## src/stream_arb_pkg.sv

```systemverilog
// shared sizes, arbitration mode codes and register map for the stream merger RTL and testbench
package stream_arb_pkg;

    // stream sizes
    localparam int NUM_INPUTS = 4;
    localparam int DATA_W     = 32;
    localparam int SEL_W      = $clog2(NUM_INPUTS);

    // register port sizes
    localparam int AXI_ADDR_W = 8;
    localparam int AXI_DATA_W = 32;
    localparam int AXI_STRB_W = AXI_DATA_W / 8;

    // accepted beats per input
    localparam int CNT_W = 32;

    // arbitration policy, held in bit 0 of the control register
    localparam logic ARB_MODE_RR   = 1'b0;
    localparam logic ARB_MODE_PRIO = 1'b1;

    // register map
    localparam logic [AXI_ADDR_W-1:0] REG_CTRL     = 8'h00;
    // counter i lives at REG_CNT_BASE + 4*i
    localparam logic [AXI_ADDR_W-1:0] REG_CNT_BASE = 8'h10;

    // control register fields
    localparam int CTRL_MODE_BIT = 0;
    localparam int CTRL_MASK_LSB = 4;

    // AXI response codes
    localparam logic [1:0] RESP_OKAY   = 2'b00;
    localparam logic [1:0] RESP_SLVERR = 2'b10;

endpackage

```

## src/stream_arbiter.sv

```systemverilog
// grant logic for the merger, round-robin or fixed priority over the masked request vector
`timescale 1ns/10ps

module stream_arbiter (
    input  logic                                  clk,
    input  logic                                  rst,
    input  logic [stream_arb_pkg::NUM_INPUTS-1:0] requests,
    input  logic                                  mode,
    output logic                                  grant_valid,
    output logic [stream_arb_pkg::SEL_W-1:0]      grant_index,
    output logic [stream_arb_pkg::NUM_INPUTS-1:0] grant_onehot,
    input  logic                                  grant_ready
);
    import stream_arb_pkg::*;

    // round-robin search starts just after the last taken grant
    logic [SEL_W-1:0] last_index;
    logic [SEL_W-1:0] prio_index;
    logic [SEL_W-1:0] rr_index;

    // lowest requesting index wins
    always_comb begin
        prio_index = '0;
        for (int i = NUM_INPUTS - 1; i >= 0; i--) begin
            if (requests[i]) begin
                prio_index = SEL_W'(i);
            end
        end
    end

    // walk down so the nearest requester after last_index is the one left standing
    always_comb begin
        rr_index = '0;
        for (int k = NUM_INPUTS; k >= 1; k--) begin
            if (requests[(int'(last_index) + k) % NUM_INPUTS]) begin
                rr_index = SEL_W'((int'(last_index) + k) % NUM_INPUTS);
            end
        end
    end

    assign grant_valid = |requests;
    assign grant_index = (mode == ARB_MODE_PRIO) ? prio_index : rr_index;

    always_comb begin
        grant_onehot = '0;
        if (grant_valid) begin
            grant_onehot[grant_index] = 1'b1;
        end
    end

    // starts at the top input so the first round-robin grant goes to input 0
    always_ff @(posedge clk) begin
        if (rst) begin
            last_index <= SEL_W'(NUM_INPUTS - 1);
        end else if (grant_valid && grant_ready) begin
            last_index <= grant_index;
        end
    end

    // a grant only ever points at a live request
    a_grant_legal: assert property (
        @(posedge clk) disable iff (rst)
        $onehot0(grant_onehot) && ((grant_onehot & ~requests) == '0)
    );

endmodule

```

## src/elastic_buffer.sv

```systemverilog
// two-entry skid buffer with registered output and registered ready, one beat per cycle
`timescale 1ns/10ps

module elastic_buffer #(
    parameter int DATAW = 1
) (
    input  logic             clk,
    input  logic             rst,
    input  logic             valid_in,
    input  logic [DATAW-1:0] data_in,
    output logic             ready_in,
    output logic             valid_out,
    output logic [DATAW-1:0] data_out,
    input  logic             ready_out
);

    logic             main_valid;
    logic [DATAW-1:0] main_data;
    logic             skid_valid;
    logic [DATAW-1:0] skid_data;
    logic             skid_valid_n;
    logic             ready_r;
    logic             push;
    logic             pop;

    // ready_r is only ever high while the skid slot is empty
    assign push = valid_in && ready_r;
    // output register free to take a new beat
    assign pop  = !main_valid || ready_out;

    always_comb begin
        skid_valid_n = skid_valid;
        if (pop) begin
            skid_valid_n = 1'b0;
        end else if (push) begin
            skid_valid_n = 1'b1;
        end
    end

    always_ff @(posedge clk) begin
        if (rst) begin
            main_valid <= 1'b0;
            skid_valid <= 1'b0;
            ready_r    <= 1'b0;
        end else begin
            skid_valid <= skid_valid_n;
            ready_r    <= !skid_valid_n;
            if (pop) begin
                main_valid <= skid_valid || push;
            end
        end
    end

    // payload path, the skid slot tracks the input until it is occupied
    always_ff @(posedge clk) begin
        if (pop) begin
            main_data <= skid_valid ? skid_data : data_in;
        end
        if (!skid_valid) begin
            skid_data <= data_in;
        end
    end

    assign ready_in  = ready_r;
    assign valid_out = main_valid;
    assign data_out  = main_data;

    a_out_stable: assert property (
        @(posedge clk) disable iff (rst)
        (valid_out && !ready_out) |=> (valid_out && $stable(data_out))
    );

endmodule

```

## src/stream_arb.sv

```systemverilog
// many-to-one stream merger, arbitrates the inputs into one buffered output tagged with its source
`timescale 1ns/10ps

module stream_arb (
    input  logic                                                         clk,
    input  logic                                                         rst,
    input  logic [stream_arb_pkg::NUM_INPUTS-1:0]                        valid_in,
    input  logic [stream_arb_pkg::NUM_INPUTS-1:0][stream_arb_pkg::DATA_W-1:0] data_in,
    output logic [stream_arb_pkg::NUM_INPUTS-1:0]                        ready_in,
    output logic                                                         valid_out,
    output logic [stream_arb_pkg::DATA_W-1:0]                            data_out,
    output logic [stream_arb_pkg::SEL_W-1:0]                             sel_out,
    input  logic                                                         ready_out,
    input  logic                                                         mode,
    input  logic [stream_arb_pkg::NUM_INPUTS-1:0]                        enable_mask,
    output logic                                                         accept_valid,
    output logic [stream_arb_pkg::SEL_W-1:0]                             accept_index
);
    import stream_arb_pkg::*;

    logic [NUM_INPUTS-1:0] requests;
    logic                  arb_valid;
    logic [SEL_W-1:0]      arb_index;
    logic [NUM_INPUTS-1:0] arb_onehot;
    logic [DATA_W-1:0]     sel_data;
    logic                  buf_ready;

    // disabled inputs are never offered to the arbiter
    assign requests = valid_in & enable_mask;

    stream_arbiter u_arbiter (
        .clk          (clk),
        .rst          (rst),
        .requests     (requests),
        .mode         (mode),
        .grant_valid  (arb_valid),
        .grant_index  (arb_index),
        .grant_onehot (arb_onehot),
        .grant_ready  (buf_ready)
    );

    // and-or select on the one-hot grant
    always_comb begin
        sel_data = '0;
        for (int i = 0; i < NUM_INPUTS; i++) begin
            sel_data = sel_data | (data_in[i] & {DATA_W{arb_onehot[i]}});
        end
    end

    assign ready_in = {NUM_INPUTS{buf_ready}} & arb_onehot;

    elastic_buffer #(
        .DATAW (SEL_W + DATA_W)
    ) u_out_buf (
        .clk       (clk),
        .rst       (rst),
        .valid_in  (arb_valid),
        .data_in   ({arb_index, sel_data}),
        .ready_in  (buf_ready),
        .valid_out (valid_out),
        .data_out  ({sel_out, data_out}),
        .ready_out (ready_out)
    );

    assign accept_valid = arb_valid && buf_ready;
    assign accept_index = arb_index;

    // an accepted beat shows up on the output next cycle
    a_accept_visible: assert property (
        @(posedge clk) disable iff (rst)
        accept_valid |=> valid_out
    );

endmodule

```

## src/arb_csr.sv

```systemverilog
// AXI4-Lite register block for the merger, holds mode and enable mask and counts accepted beats
`timescale 1ns/10ps

module arb_csr (
    input  logic                                  clk,
    input  logic                                  rst,
    input  logic [stream_arb_pkg::AXI_ADDR_W-1:0] awaddr,
    input  logic                                  awvalid,
    output logic                                  awready,
    input  logic [stream_arb_pkg::AXI_DATA_W-1:0] wdata,
    input  logic [stream_arb_pkg::AXI_STRB_W-1:0] wstrb,
    input  logic                                  wvalid,
    output logic                                  wready,
    output logic [1:0]                            bresp,
    output logic                                  bvalid,
    input  logic                                  bready,
    input  logic [stream_arb_pkg::AXI_ADDR_W-1:0] araddr,
    input  logic                                  arvalid,
    output logic                                  arready,
    output logic [stream_arb_pkg::AXI_DATA_W-1:0] rdata,
    output logic [1:0]                            rresp,
    output logic                                  rvalid,
    input  logic                                  rready,
    output logic                                  mode,
    output logic [stream_arb_pkg::NUM_INPUTS-1:0] enable_mask,
    input  logic                                  accept_valid,
    input  logic [stream_arb_pkg::SEL_W-1:0]      accept_index
);
    import stream_arb_pkg::*;

    logic [CNT_W-1:0]      cnt [NUM_INPUTS];
    logic [NUM_INPUTS-1:0] cnt_clear;
    logic                  wr_fire;
    logic                  rd_fire;
    logic                  wr_ctrl;
    logic                  wr_cnt;
    logic [AXI_DATA_W-1:0] rd_word;
    logic [1:0]            rd_resp;

    // word aligned and inside the counter window
    function automatic logic is_cnt_addr(input logic [AXI_ADDR_W-1:0] addr);
        return (addr >= REG_CNT_BASE)
            && (addr < AXI_ADDR_W'(REG_CNT_BASE + 4 * NUM_INPUTS))
            && (addr[1:0] == 2'b00);
    endfunction

    function automatic logic [SEL_W-1:0] cnt_index(input logic [AXI_ADDR_W-1:0] addr);
        logic [AXI_ADDR_W-1:0] offset;
        offset = addr - REG_CNT_BASE;
        return offset[SEL_W+1:2];
    endfunction

    // one write and one read in flight at most
    assign wr_fire = awvalid && wvalid && !bvalid;
    assign rd_fire = arvalid && !rvalid;
    assign awready = wr_fire;
    assign wready  = wr_fire;
    assign arready = rd_fire;

    assign wr_ctrl = wr_fire && (awaddr == REG_CTRL);
    assign wr_cnt  = wr_fire && is_cnt_addr(awaddr);

    always_comb begin
        cnt_clear = '0;
        if (wr_cnt) begin
            cnt_clear[cnt_index(awaddr)] = 1'b1;
        end
    end

    // mode and mask share the low byte
    always_ff @(posedge clk) begin
        if (rst) begin
            mode        <= ARB_MODE_RR;
            enable_mask <= '1;
        end else if (wr_ctrl && wstrb[0]) begin
            mode        <= wdata[CTRL_MODE_BIT];
            enable_mask <= wdata[CTRL_MASK_LSB +: NUM_INPUTS];
        end
    end

    // clear beats a same-cycle increment
    always_ff @(posedge clk) begin
        if (rst) begin
            for (int i = 0; i < NUM_INPUTS; i++) begin
                cnt[i] <= '0;
            end
        end else begin
            for (int i = 0; i < NUM_INPUTS; i++) begin
                if (cnt_clear[i]) begin
                    cnt[i] <= '0;
                end else if (accept_valid && (accept_index == SEL_W'(i))) begin
                    cnt[i] <= cnt[i] + 1'b1;
                end
            end
        end
    end

    always_comb begin
        rd_word = '0;
        rd_resp = RESP_OKAY;
        if (araddr == REG_CTRL) begin
            rd_word[CTRL_MODE_BIT] = mode;
            rd_word[CTRL_MASK_LSB +: NUM_INPUTS] = enable_mask;
        end else if (is_cnt_addr(araddr)) begin
            rd_word = AXI_DATA_W'(cnt[cnt_index(araddr)]);
        end else begin
            rd_resp = RESP_SLVERR;
        end
    end

    always_ff @(posedge clk) begin
        if (rst) begin
            bvalid <= 1'b0;
            rvalid <= 1'b0;
        end else begin
            if (wr_fire) begin
                bvalid <= 1'b1;
            end else if (bready) begin
                bvalid <= 1'b0;
            end
            if (rd_fire) begin
                rvalid <= 1'b1;
            end else if (rready) begin
                rvalid <= 1'b0;
            end
        end
    end

    // response payloads, captured at acceptance
    always_ff @(posedge clk) begin
        if (wr_fire) begin
            bresp <= (wr_ctrl || wr_cnt) ? RESP_OKAY : RESP_SLVERR;
        end
        if (rd_fire) begin
            rdata <= rd_word;
            rresp <= rd_resp;
        end
    end

    a_bvalid_hold: assert property (
        @(posedge clk) disable iff (rst)
        (bvalid && !bready) |=> (bvalid && $stable(bresp))
    );

    a_rvalid_hold: assert property (
        @(posedge clk) disable iff (rst)
        (rvalid && !rready) |=> (rvalid && $stable(rdata))
    );

endmodule

```

## src/stream_arb_top.sv

```systemverilog
// top level of the merger, joins the stream path to its AXI4-Lite register block
`timescale 1ns/10ps

module stream_arb_top (
    input  logic                                                         clk,
    input  logic                                                         rst,
    input  logic [stream_arb_pkg::NUM_INPUTS-1:0]                        valid_in,
    input  logic [stream_arb_pkg::NUM_INPUTS-1:0][stream_arb_pkg::DATA_W-1:0] data_in,
    output logic [stream_arb_pkg::NUM_INPUTS-1:0]                        ready_in,
    output logic                                                         valid_out,
    output logic [stream_arb_pkg::DATA_W-1:0]                            data_out,
    output logic [stream_arb_pkg::SEL_W-1:0]                             sel_out,
    input  logic                                                         ready_out,
    input  logic [stream_arb_pkg::AXI_ADDR_W-1:0]                        awaddr,
    input  logic                                                         awvalid,
    output logic                                                         awready,
    input  logic [stream_arb_pkg::AXI_DATA_W-1:0]                        wdata,
    input  logic [stream_arb_pkg::AXI_STRB_W-1:0]                        wstrb,
    input  logic                                                         wvalid,
    output logic                                                         wready,
    output logic [1:0]                                                   bresp,
    output logic                                                         bvalid,
    input  logic                                                         bready,
    input  logic [stream_arb_pkg::AXI_ADDR_W-1:0]                        araddr,
    input  logic                                                         arvalid,
    output logic                                                         arready,
    output logic [stream_arb_pkg::AXI_DATA_W-1:0]                        rdata,
    output logic [1:0]                                                   rresp,
    output logic                                                         rvalid,
    input  logic                                                         rready
);
    import stream_arb_pkg::*;

    logic                  mode;
    logic [NUM_INPUTS-1:0] enable_mask;
    logic                  accept_valid;
    logic [SEL_W-1:0]      accept_index;

    stream_arb u_stream_arb (
        .clk          (clk),
        .rst          (rst),
        .valid_in     (valid_in),
        .data_in      (data_in),
        .ready_in     (ready_in),
        .valid_out    (valid_out),
        .data_out     (data_out),
        .sel_out      (sel_out),
        .ready_out    (ready_out),
        .mode         (mode),
        .enable_mask  (enable_mask),
        .accept_valid (accept_valid),
        .accept_index (accept_index)
    );

    arb_csr u_csr (
        .clk          (clk),
        .rst          (rst),
        .awaddr       (awaddr),
        .awvalid      (awvalid),
        .awready      (awready),
        .wdata        (wdata),
        .wstrb        (wstrb),
        .wvalid       (wvalid),
        .wready       (wready),
        .bresp        (bresp),
        .bvalid       (bvalid),
        .bready       (bready),
        .araddr       (araddr),
        .arvalid      (arvalid),
        .arready      (arready),
        .rdata        (rdata),
        .rresp        (rresp),
        .rvalid       (rvalid),
        .rready       (rready),
        .mode         (mode),
        .enable_mask  (enable_mask),
        .accept_valid (accept_valid),
        .accept_index (accept_index)
    );

endmodule

```

## config.mk

```make
export PLATFORM = sky130hd
export DESIGN_NAME = stream_arb_top
export DESIGN_NICKNAME = d
export VERILOG_FILES = /design/src/stream_arb_pkg.sv /design/src/stream_arbiter.sv /design/src/elastic_buffer.sv /design/src/stream_arb.sv /design/src/arb_csr.sv /design/src/stream_arb_top.sv
export SDC_FILE = /design/constraint.sdc
export NUM_CORES = 1
export LEC_CHECK = 0
export CAP_MARGIN = 20
export CORE_AREA = 5 5 188 190
export CTS_BUF_LIST = sky130_fd_sc_hd__clkbuf_16
export DETAILED_ROUTE_END_ITERATION = 10
export DIE_AREA = 0 0 193 195
export DONT_BUFFER_PORTS = 1
export HOLD_SLACK_MARGIN = 0.03
export SLEW_MARGIN = 10
export SYNTH_ARGS = -nofsm -noshare
export SYNTH_HDL_FRONTEND = slang
export SYNTH_HIERARCHICAL = 1
export SYNTH_SLANG_ARGS = --single-unit
```

## constraint.sdc

```tcl
create_clock -name clk -period 4.3 [get_ports clk]
set_clock_uncertainty 0.1 [all_clocks]
set_input_delay 0.86 -clock clk [delete_from_list [all_inputs] [get_ports clk]]
set_output_delay 0.86 -clock clk [all_outputs]
set_load 0.01 [all_outputs]
```

; ---- Word-level counts from Yosys, hierarchy flattened
; Memories as Yosys holds them, arrays and structs flattened.
; Cells that the tools add are included.
[totals]
ff_bits = 116
latch_bits = 0
ramBits = 128
rom_bits = 0
in_bits = 192
output_inout_bits = 80
word_cells = 176
n_memories = 1
[op_classes]
add_sub_neg = 10
mul = 0
n_div = 0
order_cmp = 12
n_eq_ne = 3
shift = 0
muxes = 77
n_bitwise = 22
n_reduce_logical = 37
[memory_table]
columns = name, words, width, read_ports, rd_ports_with_merged_regs, write_ports, line_no
row1 = u_csr.cnt, 4, 32, 5, 0, 4, arb_csr.sv:31  ; logic [CNT_W-1:0] cnt [NUM_INPUTS];
[op_table]
columns = op, count
row1 = $mux 32, 8
row2 = $add 32x1->32 const B, 4
row3 = $and 32x32->32, 4
row4 = $or 32x32->32, 3
row5 = $mux 1, 47
row6 = $mux 34, 1
row7 = $mux 2, 11
row8 = $logic_and 1x1->1, 17
row9 = $ge 8x5->1 const B, 2
row10 = $logic_not 8->1, 2
row11 = $lt 3x4->1 const B, 4
row12 = $lt 8x6->1 const B, 2
row13 = $mux 4, 3
row14 = $reduce_or 2->1, 5
row15 = $and 4x4->4, 2
row16 = $bmux 1 s2, 4
row17 = $mux 8, 1
row18 = $or 1x1->1, 8
row19 = $sub 4x1->4 const B, 2
row20 = $logic_not 2->1, 3
row21 = $lt 2x3->1 const B, 2
row22 = $add 2x1->2 const B, 2
row23 = $add 2x2->2 const B, 2
row24 = $and 1x1->1 const A, 4
row25 = 9 further kinds, 18

; ---- Depth between registers and ports, before layout
[logic_depth]
ltp_word = 21
ltp_mapped = 11
ltp_nobuf = 9

; ---- Modules after synthesis
; The synthesis kept the hierarchy.
[by_module_without_submodules]
columns = module, instances, cells_per_inst, area_per_inst_um2, seq_area_each_um2
row1 = arb_csr, 1, 848, 9524.1, 5004.8
row2 = elastic_buffer, 1, 114, 2359.8, 1761.7
row3 = stream_arb, 1, 121, 974.7, 0.0
row4 = stream_arbiter, 1, 30, 246.5, 40.0

; ---- Least setup slack after synthesis
; No wires, ideal clock.
[synth_path]
path_kind = in2reg
start = input awaddr[0] in the netlist's numbering
end = memory u_csr.cnt[3][0] (enable)
setup_time_ns = 0.466
arrival_time_ns = 3.921
t_required_ns = 3.734
slack_ns = -0.187
cell_stages = 3
path_buffers = 0
cell_sequence = nor4_1 nand3_1 o21ai_0
[synth_rtl]
columns = item, line_no
row1 = "start, declared", stream_arb_top.sv:14  ; input logic [stream_arb_pkg::AXI_ADDR_W-1:0] awaddr,
row2 = "end, declared", arb_csr.sv:31

; ---- Final worst setup path
[layout_path]
start = register u_csr/enable_mask[1] in the netlist's numbering
end = output ready_in[1] in the netlist's numbering
[layout_via]
elab_chain_len = 15
word_cells_on_any_way = 28
cone_classes = order compare (2) / mux (22) / bitwise (2) / reduce/logical (2)
[layout_rtl]
columns = item, line_no
row1 = "start, declared", arb_csr.sv:25  ; output logic [stream_arb_pkg::NUM_INPUTS-1:0] enable_mask,
row2 = "start signal, assigned", arb_csr.sv:77  ; enable_mask <= wdata[CTRL_MASK_LSB +: NUM_INPUTS];
row3 = $and 4x4->4 (*), stream_arb.sv:29  ; assign requests = valid_in & enable_mask;
row4 = via u_stream_arb.requests[1], stream_arb.sv:21  ; logic [NUM_INPUTS-1:0] requests;
row5 = $bmux 1 s2, stream_arbiter.sv:35  ; if (requests[(int'(last_index) + k) % NUM_INPUTS]) begin
row6 = $mux 1 (implied by the code) (2 in series), stream_arbiter.sv:35
row7 = $mux 2 (4 in series), stream_arbiter.sv:35
row8 = $mux 2, stream_arbiter.sv:42  ; assign grant_index = (mode == ARB_MODE_PRIO) ? prio_index : rr_index;
row9 = $lt 2x3->1 (implied by the code) / $ge 2x1->1 (equally long branches), stream_arbiter.sv:47  ; grant_onehot[grant_index] = 1'b1;
row10 = $logic_and 1x1->1 (implied by the code), stream_arbiter.sv:47
row11 = $mux 1 (implied by the code), stream_arbiter.sv:47
row12 = $demux 1 s2, stream_arbiter.sv:47
row13 = $mux 4 (*), stream_arbiter.sv:46  ; if (grant_valid) begin
row14 = via u_stream_arb.arb_onehot[1], stream_arb.sv:24  ; logic [NUM_INPUTS-1:0] arb_onehot;
row15 = $and 4x4->4 (*), stream_arb.sv:50  ; assign ready_in = {NUM_INPUTS{buf_ready}} & arb_onehot;
row16 = "end, declared", stream_arb_top.sv:9  ; output logic [stream_arb_pkg::NUM_INPUTS-1:0] ready_in,
; Mark *: on every way through the listed nets, which the timed path passes. The rest lies on a longest branch. The select of a mux whose other input is x is not followed.

==> qor.txt <==
status = finished clean
area grow syn2layout = 8.64%
post-synthesis sequential area ratio = 0.519
Yosys warning count = 6
post-route ant nets = 0
max-slew violations = 0
Die W = 193 um
Peak VDD IR = 238 uV
Placeable Area = 0.0333 mm^2
Max-Cap Viols = 0
Synth cell types = 58
Data arrival, critical path = 2.38 ns
CP endpoint kind = output pin
share of layout cells above drive strength 1 = 0.152
Ant. Diodes = 0
Placement Rows = 67
grt ovf = 0
Final setup viols = 0
Worst R2R Start = u_csr/enable_mask[1]
postcts setup bufs = 0
Num CTS Buffers = 28
clock tree buffer depth = 3
router iterations before antenna repair = 5
final instance area = 0.0142 mm^2
end of the worst register-to-register path = u_csr/cnt[1][23]
leakage = 4.66 nW
Total Power = 6.01 mW
Final Hold Fails = 0
wire per inst = 21.2 um
first-pass GRT wire length = 49.2 mm
later-pin clock latency in the skew report = 0.54 ns
Clock power frac = 0.382
reg2reg setup slack = 1.28 ns
WS Path Type = register to output pin
CP Max Fanout = 5
most frequent cells in the layout = 196 x edfxtp_1, 72 x nor2_1, 72 x a21oi_1
# resized after CTS = 0
vias in the first global route = 8,714
die footprint = 0.0376 mm^2
total power density per cell area = 422 mW/mm^2
Post-Syn Instances = 1,113
HP Class = input pin to register
vias per cell = 5.90
Worst R2R Path Depth = 9
Synth async-reset ratio = 0
DRT Wirelength = 32.8 mm
Worst Hold End = u_csr/rvalid
Post-Syn Area = 0.0131 mm^2
Final Critical Period = 3.34 ns
CP Launch Type = register
CTS tree = done
global-route usage over all layers = 0.164
port bufs = 0
Worst EP required = 3.34 ns
Fin Setup TNS = 0 ns
clk sinks = 242
H-tree levels = 1
relative slew slack = 0.311
gp weighted congestion = 0.833
Post-synth top flop = edfxtp_1
Hold Buf Count CTS = 0
clock slew at reported path FFs = 0.06 ns
commonest non-fill, non-tap cell in the layout = edfxtp_1
Pint = 4.48 mW
Net Sw Power = 1.53 mW
chip height = 195 um
largest net degree at the start of global routing = 38
Vias = 9,152
final cell count without fillers = 1,552
Comb pwr share = 0.104
Yosys reg bits = 242
Final Net Count = 1,278
fmax = 300 MHz
Mean Syn Cell Area = 11.8 um^2
initial antenna violation count = 0
fin worst setup slack = 0.962 ns
Setup WS pre-CTS = 0.810 ns
Post-synth EDFFs = 196
worst slew pin tran = 1.02 ns
Hold Crit Start = rst
DRC violations left = 0
hold depth = 1
sw frac = 0.255
placed cell areas = 0.0133 mm^2
CTS Root Cell = clkbuf_16
DP Wirelength = 23.8 mm
RSZ-0062 raised after global routing = no
fin crit share = 0.776
Reg power frac = 0.514
dpl cells = 1,499
num ports = 272
Iter 0 DRT Violations = 658
fillers = 3,051
initial core utilization = 0.394
-- registers in the layout (all words and copies together) (netlist names) --
name	cells
u_csr/bresp	1
u_csr/bvalid	1
u_csr/cnt	128
u_csr/enable_mask	4
u_csr/mode	1
u_csr/rdata	32
u_csr/rresp	1
u_csr/rvalid	1
u_stream_arb/u_arbiter/last_index	2
u_stream_arb/u_out_buf/data_out	34
u_stream_arb/u_out_buf/ready_in	1
u_stream_arb/u_out_buf/skid_data	34
u_stream_arb/u_out_buf/skid_valid	1
u_stream_arb/u_out_buf/valid_out	1
-- synth_stat cells (27+ instances only) --
master | number | area share
o21ai_0 | 27 | 0.010
or4_1 | 54 | 0.031
clkbuf_1 | 42 | 0.012
and3_1 | 38 | 0.018
nand3_1 | 46 | 0.018
a21oi_1 | 72 | 0.027
nand4_1 | 42 | 0.020
a22oi_1 | 35 | 0.020
mux2_4 | 30 | 0.034
nand2_1 | 70 | 0.020
dfxtp_1 | 46 | 0.070
mux4_2 | 31 | 0.053
edfxtp_1 | 196 | 0.45
o31ai_1 | 43 | 0.025
nor2_1 | 74 | 0.021
a22oi_2 | 30 | 0.029
-- worst max-delay path, stage by stage (launching register included) --
cell and delay, ns:
dfxtp_1 0.35, and2_1 0.23, nor3b_2 0.22, a211oi_1 0.07, o22ai_1 0.52, and2_1 0.24, and2_1 0.20
-- power by group through the flow --
| stage | Combinational, mW | Clock (mW) | Sequential, mW |
|---|---|---|---|
| after floorplan | 0.555 | 0 | 3.05 |
| after global placement | 0.611 | 0 | 3.14 |
| after detailed placement | 0.623 | 0 | 3.14 |
| after CTS | 0.629 | 2.36 | 3.10 |
| after global routing | 0.686 | 2.46 | 3.13 |
| final | 0.624 | 2.30 | 3.09 |
-- per-layer routing --
layer	wire length, um	up-vias	global-route usage
met1	13500	4479	0.207
li1	-	4309	-
met3	2170	46	0.0277
met5	0	-	0
met2	16400	318	0.288
met4	762	0	0.0480
-- worst max-delay path by stage --
stage	from	endpoint	depth (start not counted)
detailed placement	valid_in[1]	u_csr/cnt[1][18]	9
global route	u_csr/enable_mask[1]	ready_in[1]	6
finish	u_csr/enable_mask[1]	ready_in[1]	6
global placement	valid_in[1]	u_csr/cnt[1][26]	9
floorplan	awaddr[0]	u_csr/cnt[3][0]	3
CTS	u_csr/enable_mask[1]	ready_in[1]	6
-- per-stage QoR --
step | hold slack, ns | util
floorplan | 0.344 | -
global placement | 0.351 | 0.400
detailed placement | 0.352 | 0.400
CTS | 0.265 | 0.427
global route | 0.267 | 0.428
finish | 0.287 | 0.428
-- cells by family (layout without fill, tap and decap cells) --
| group | count (synthesis) | in the layout | synth area share |
|---|---|---|---|
| mux | 68 | 68 | 0.0946 |
| xor+xnor | 52 | 52 | 0.0348 |
| compound gates | 230 | 230 | 0.126 |
| fa+ha+maj | 4 | 4 | 0.00382 |
| flops | 242 | 242 | 0.519 |
| simple gates | 416 | 416 | 0.177 |
| buf+inv | 100 | 90 | 0.0443 |
| other cells | 1 | 2 | 0.000286 |
-- final cells by class --
class	count	area [um^2]	share of cell area
flip-flops and latches	242	6810	0.478
well taps	448	561	0.0394
repair buffers	15	125	0.00879
clock buffers	31	776	0.0545
multi-input cells	772	5760	0.405
inverters	23	88.8	0.00624
clock inverters	21	119	0.00835
Power figures use the tool's default switching activity.
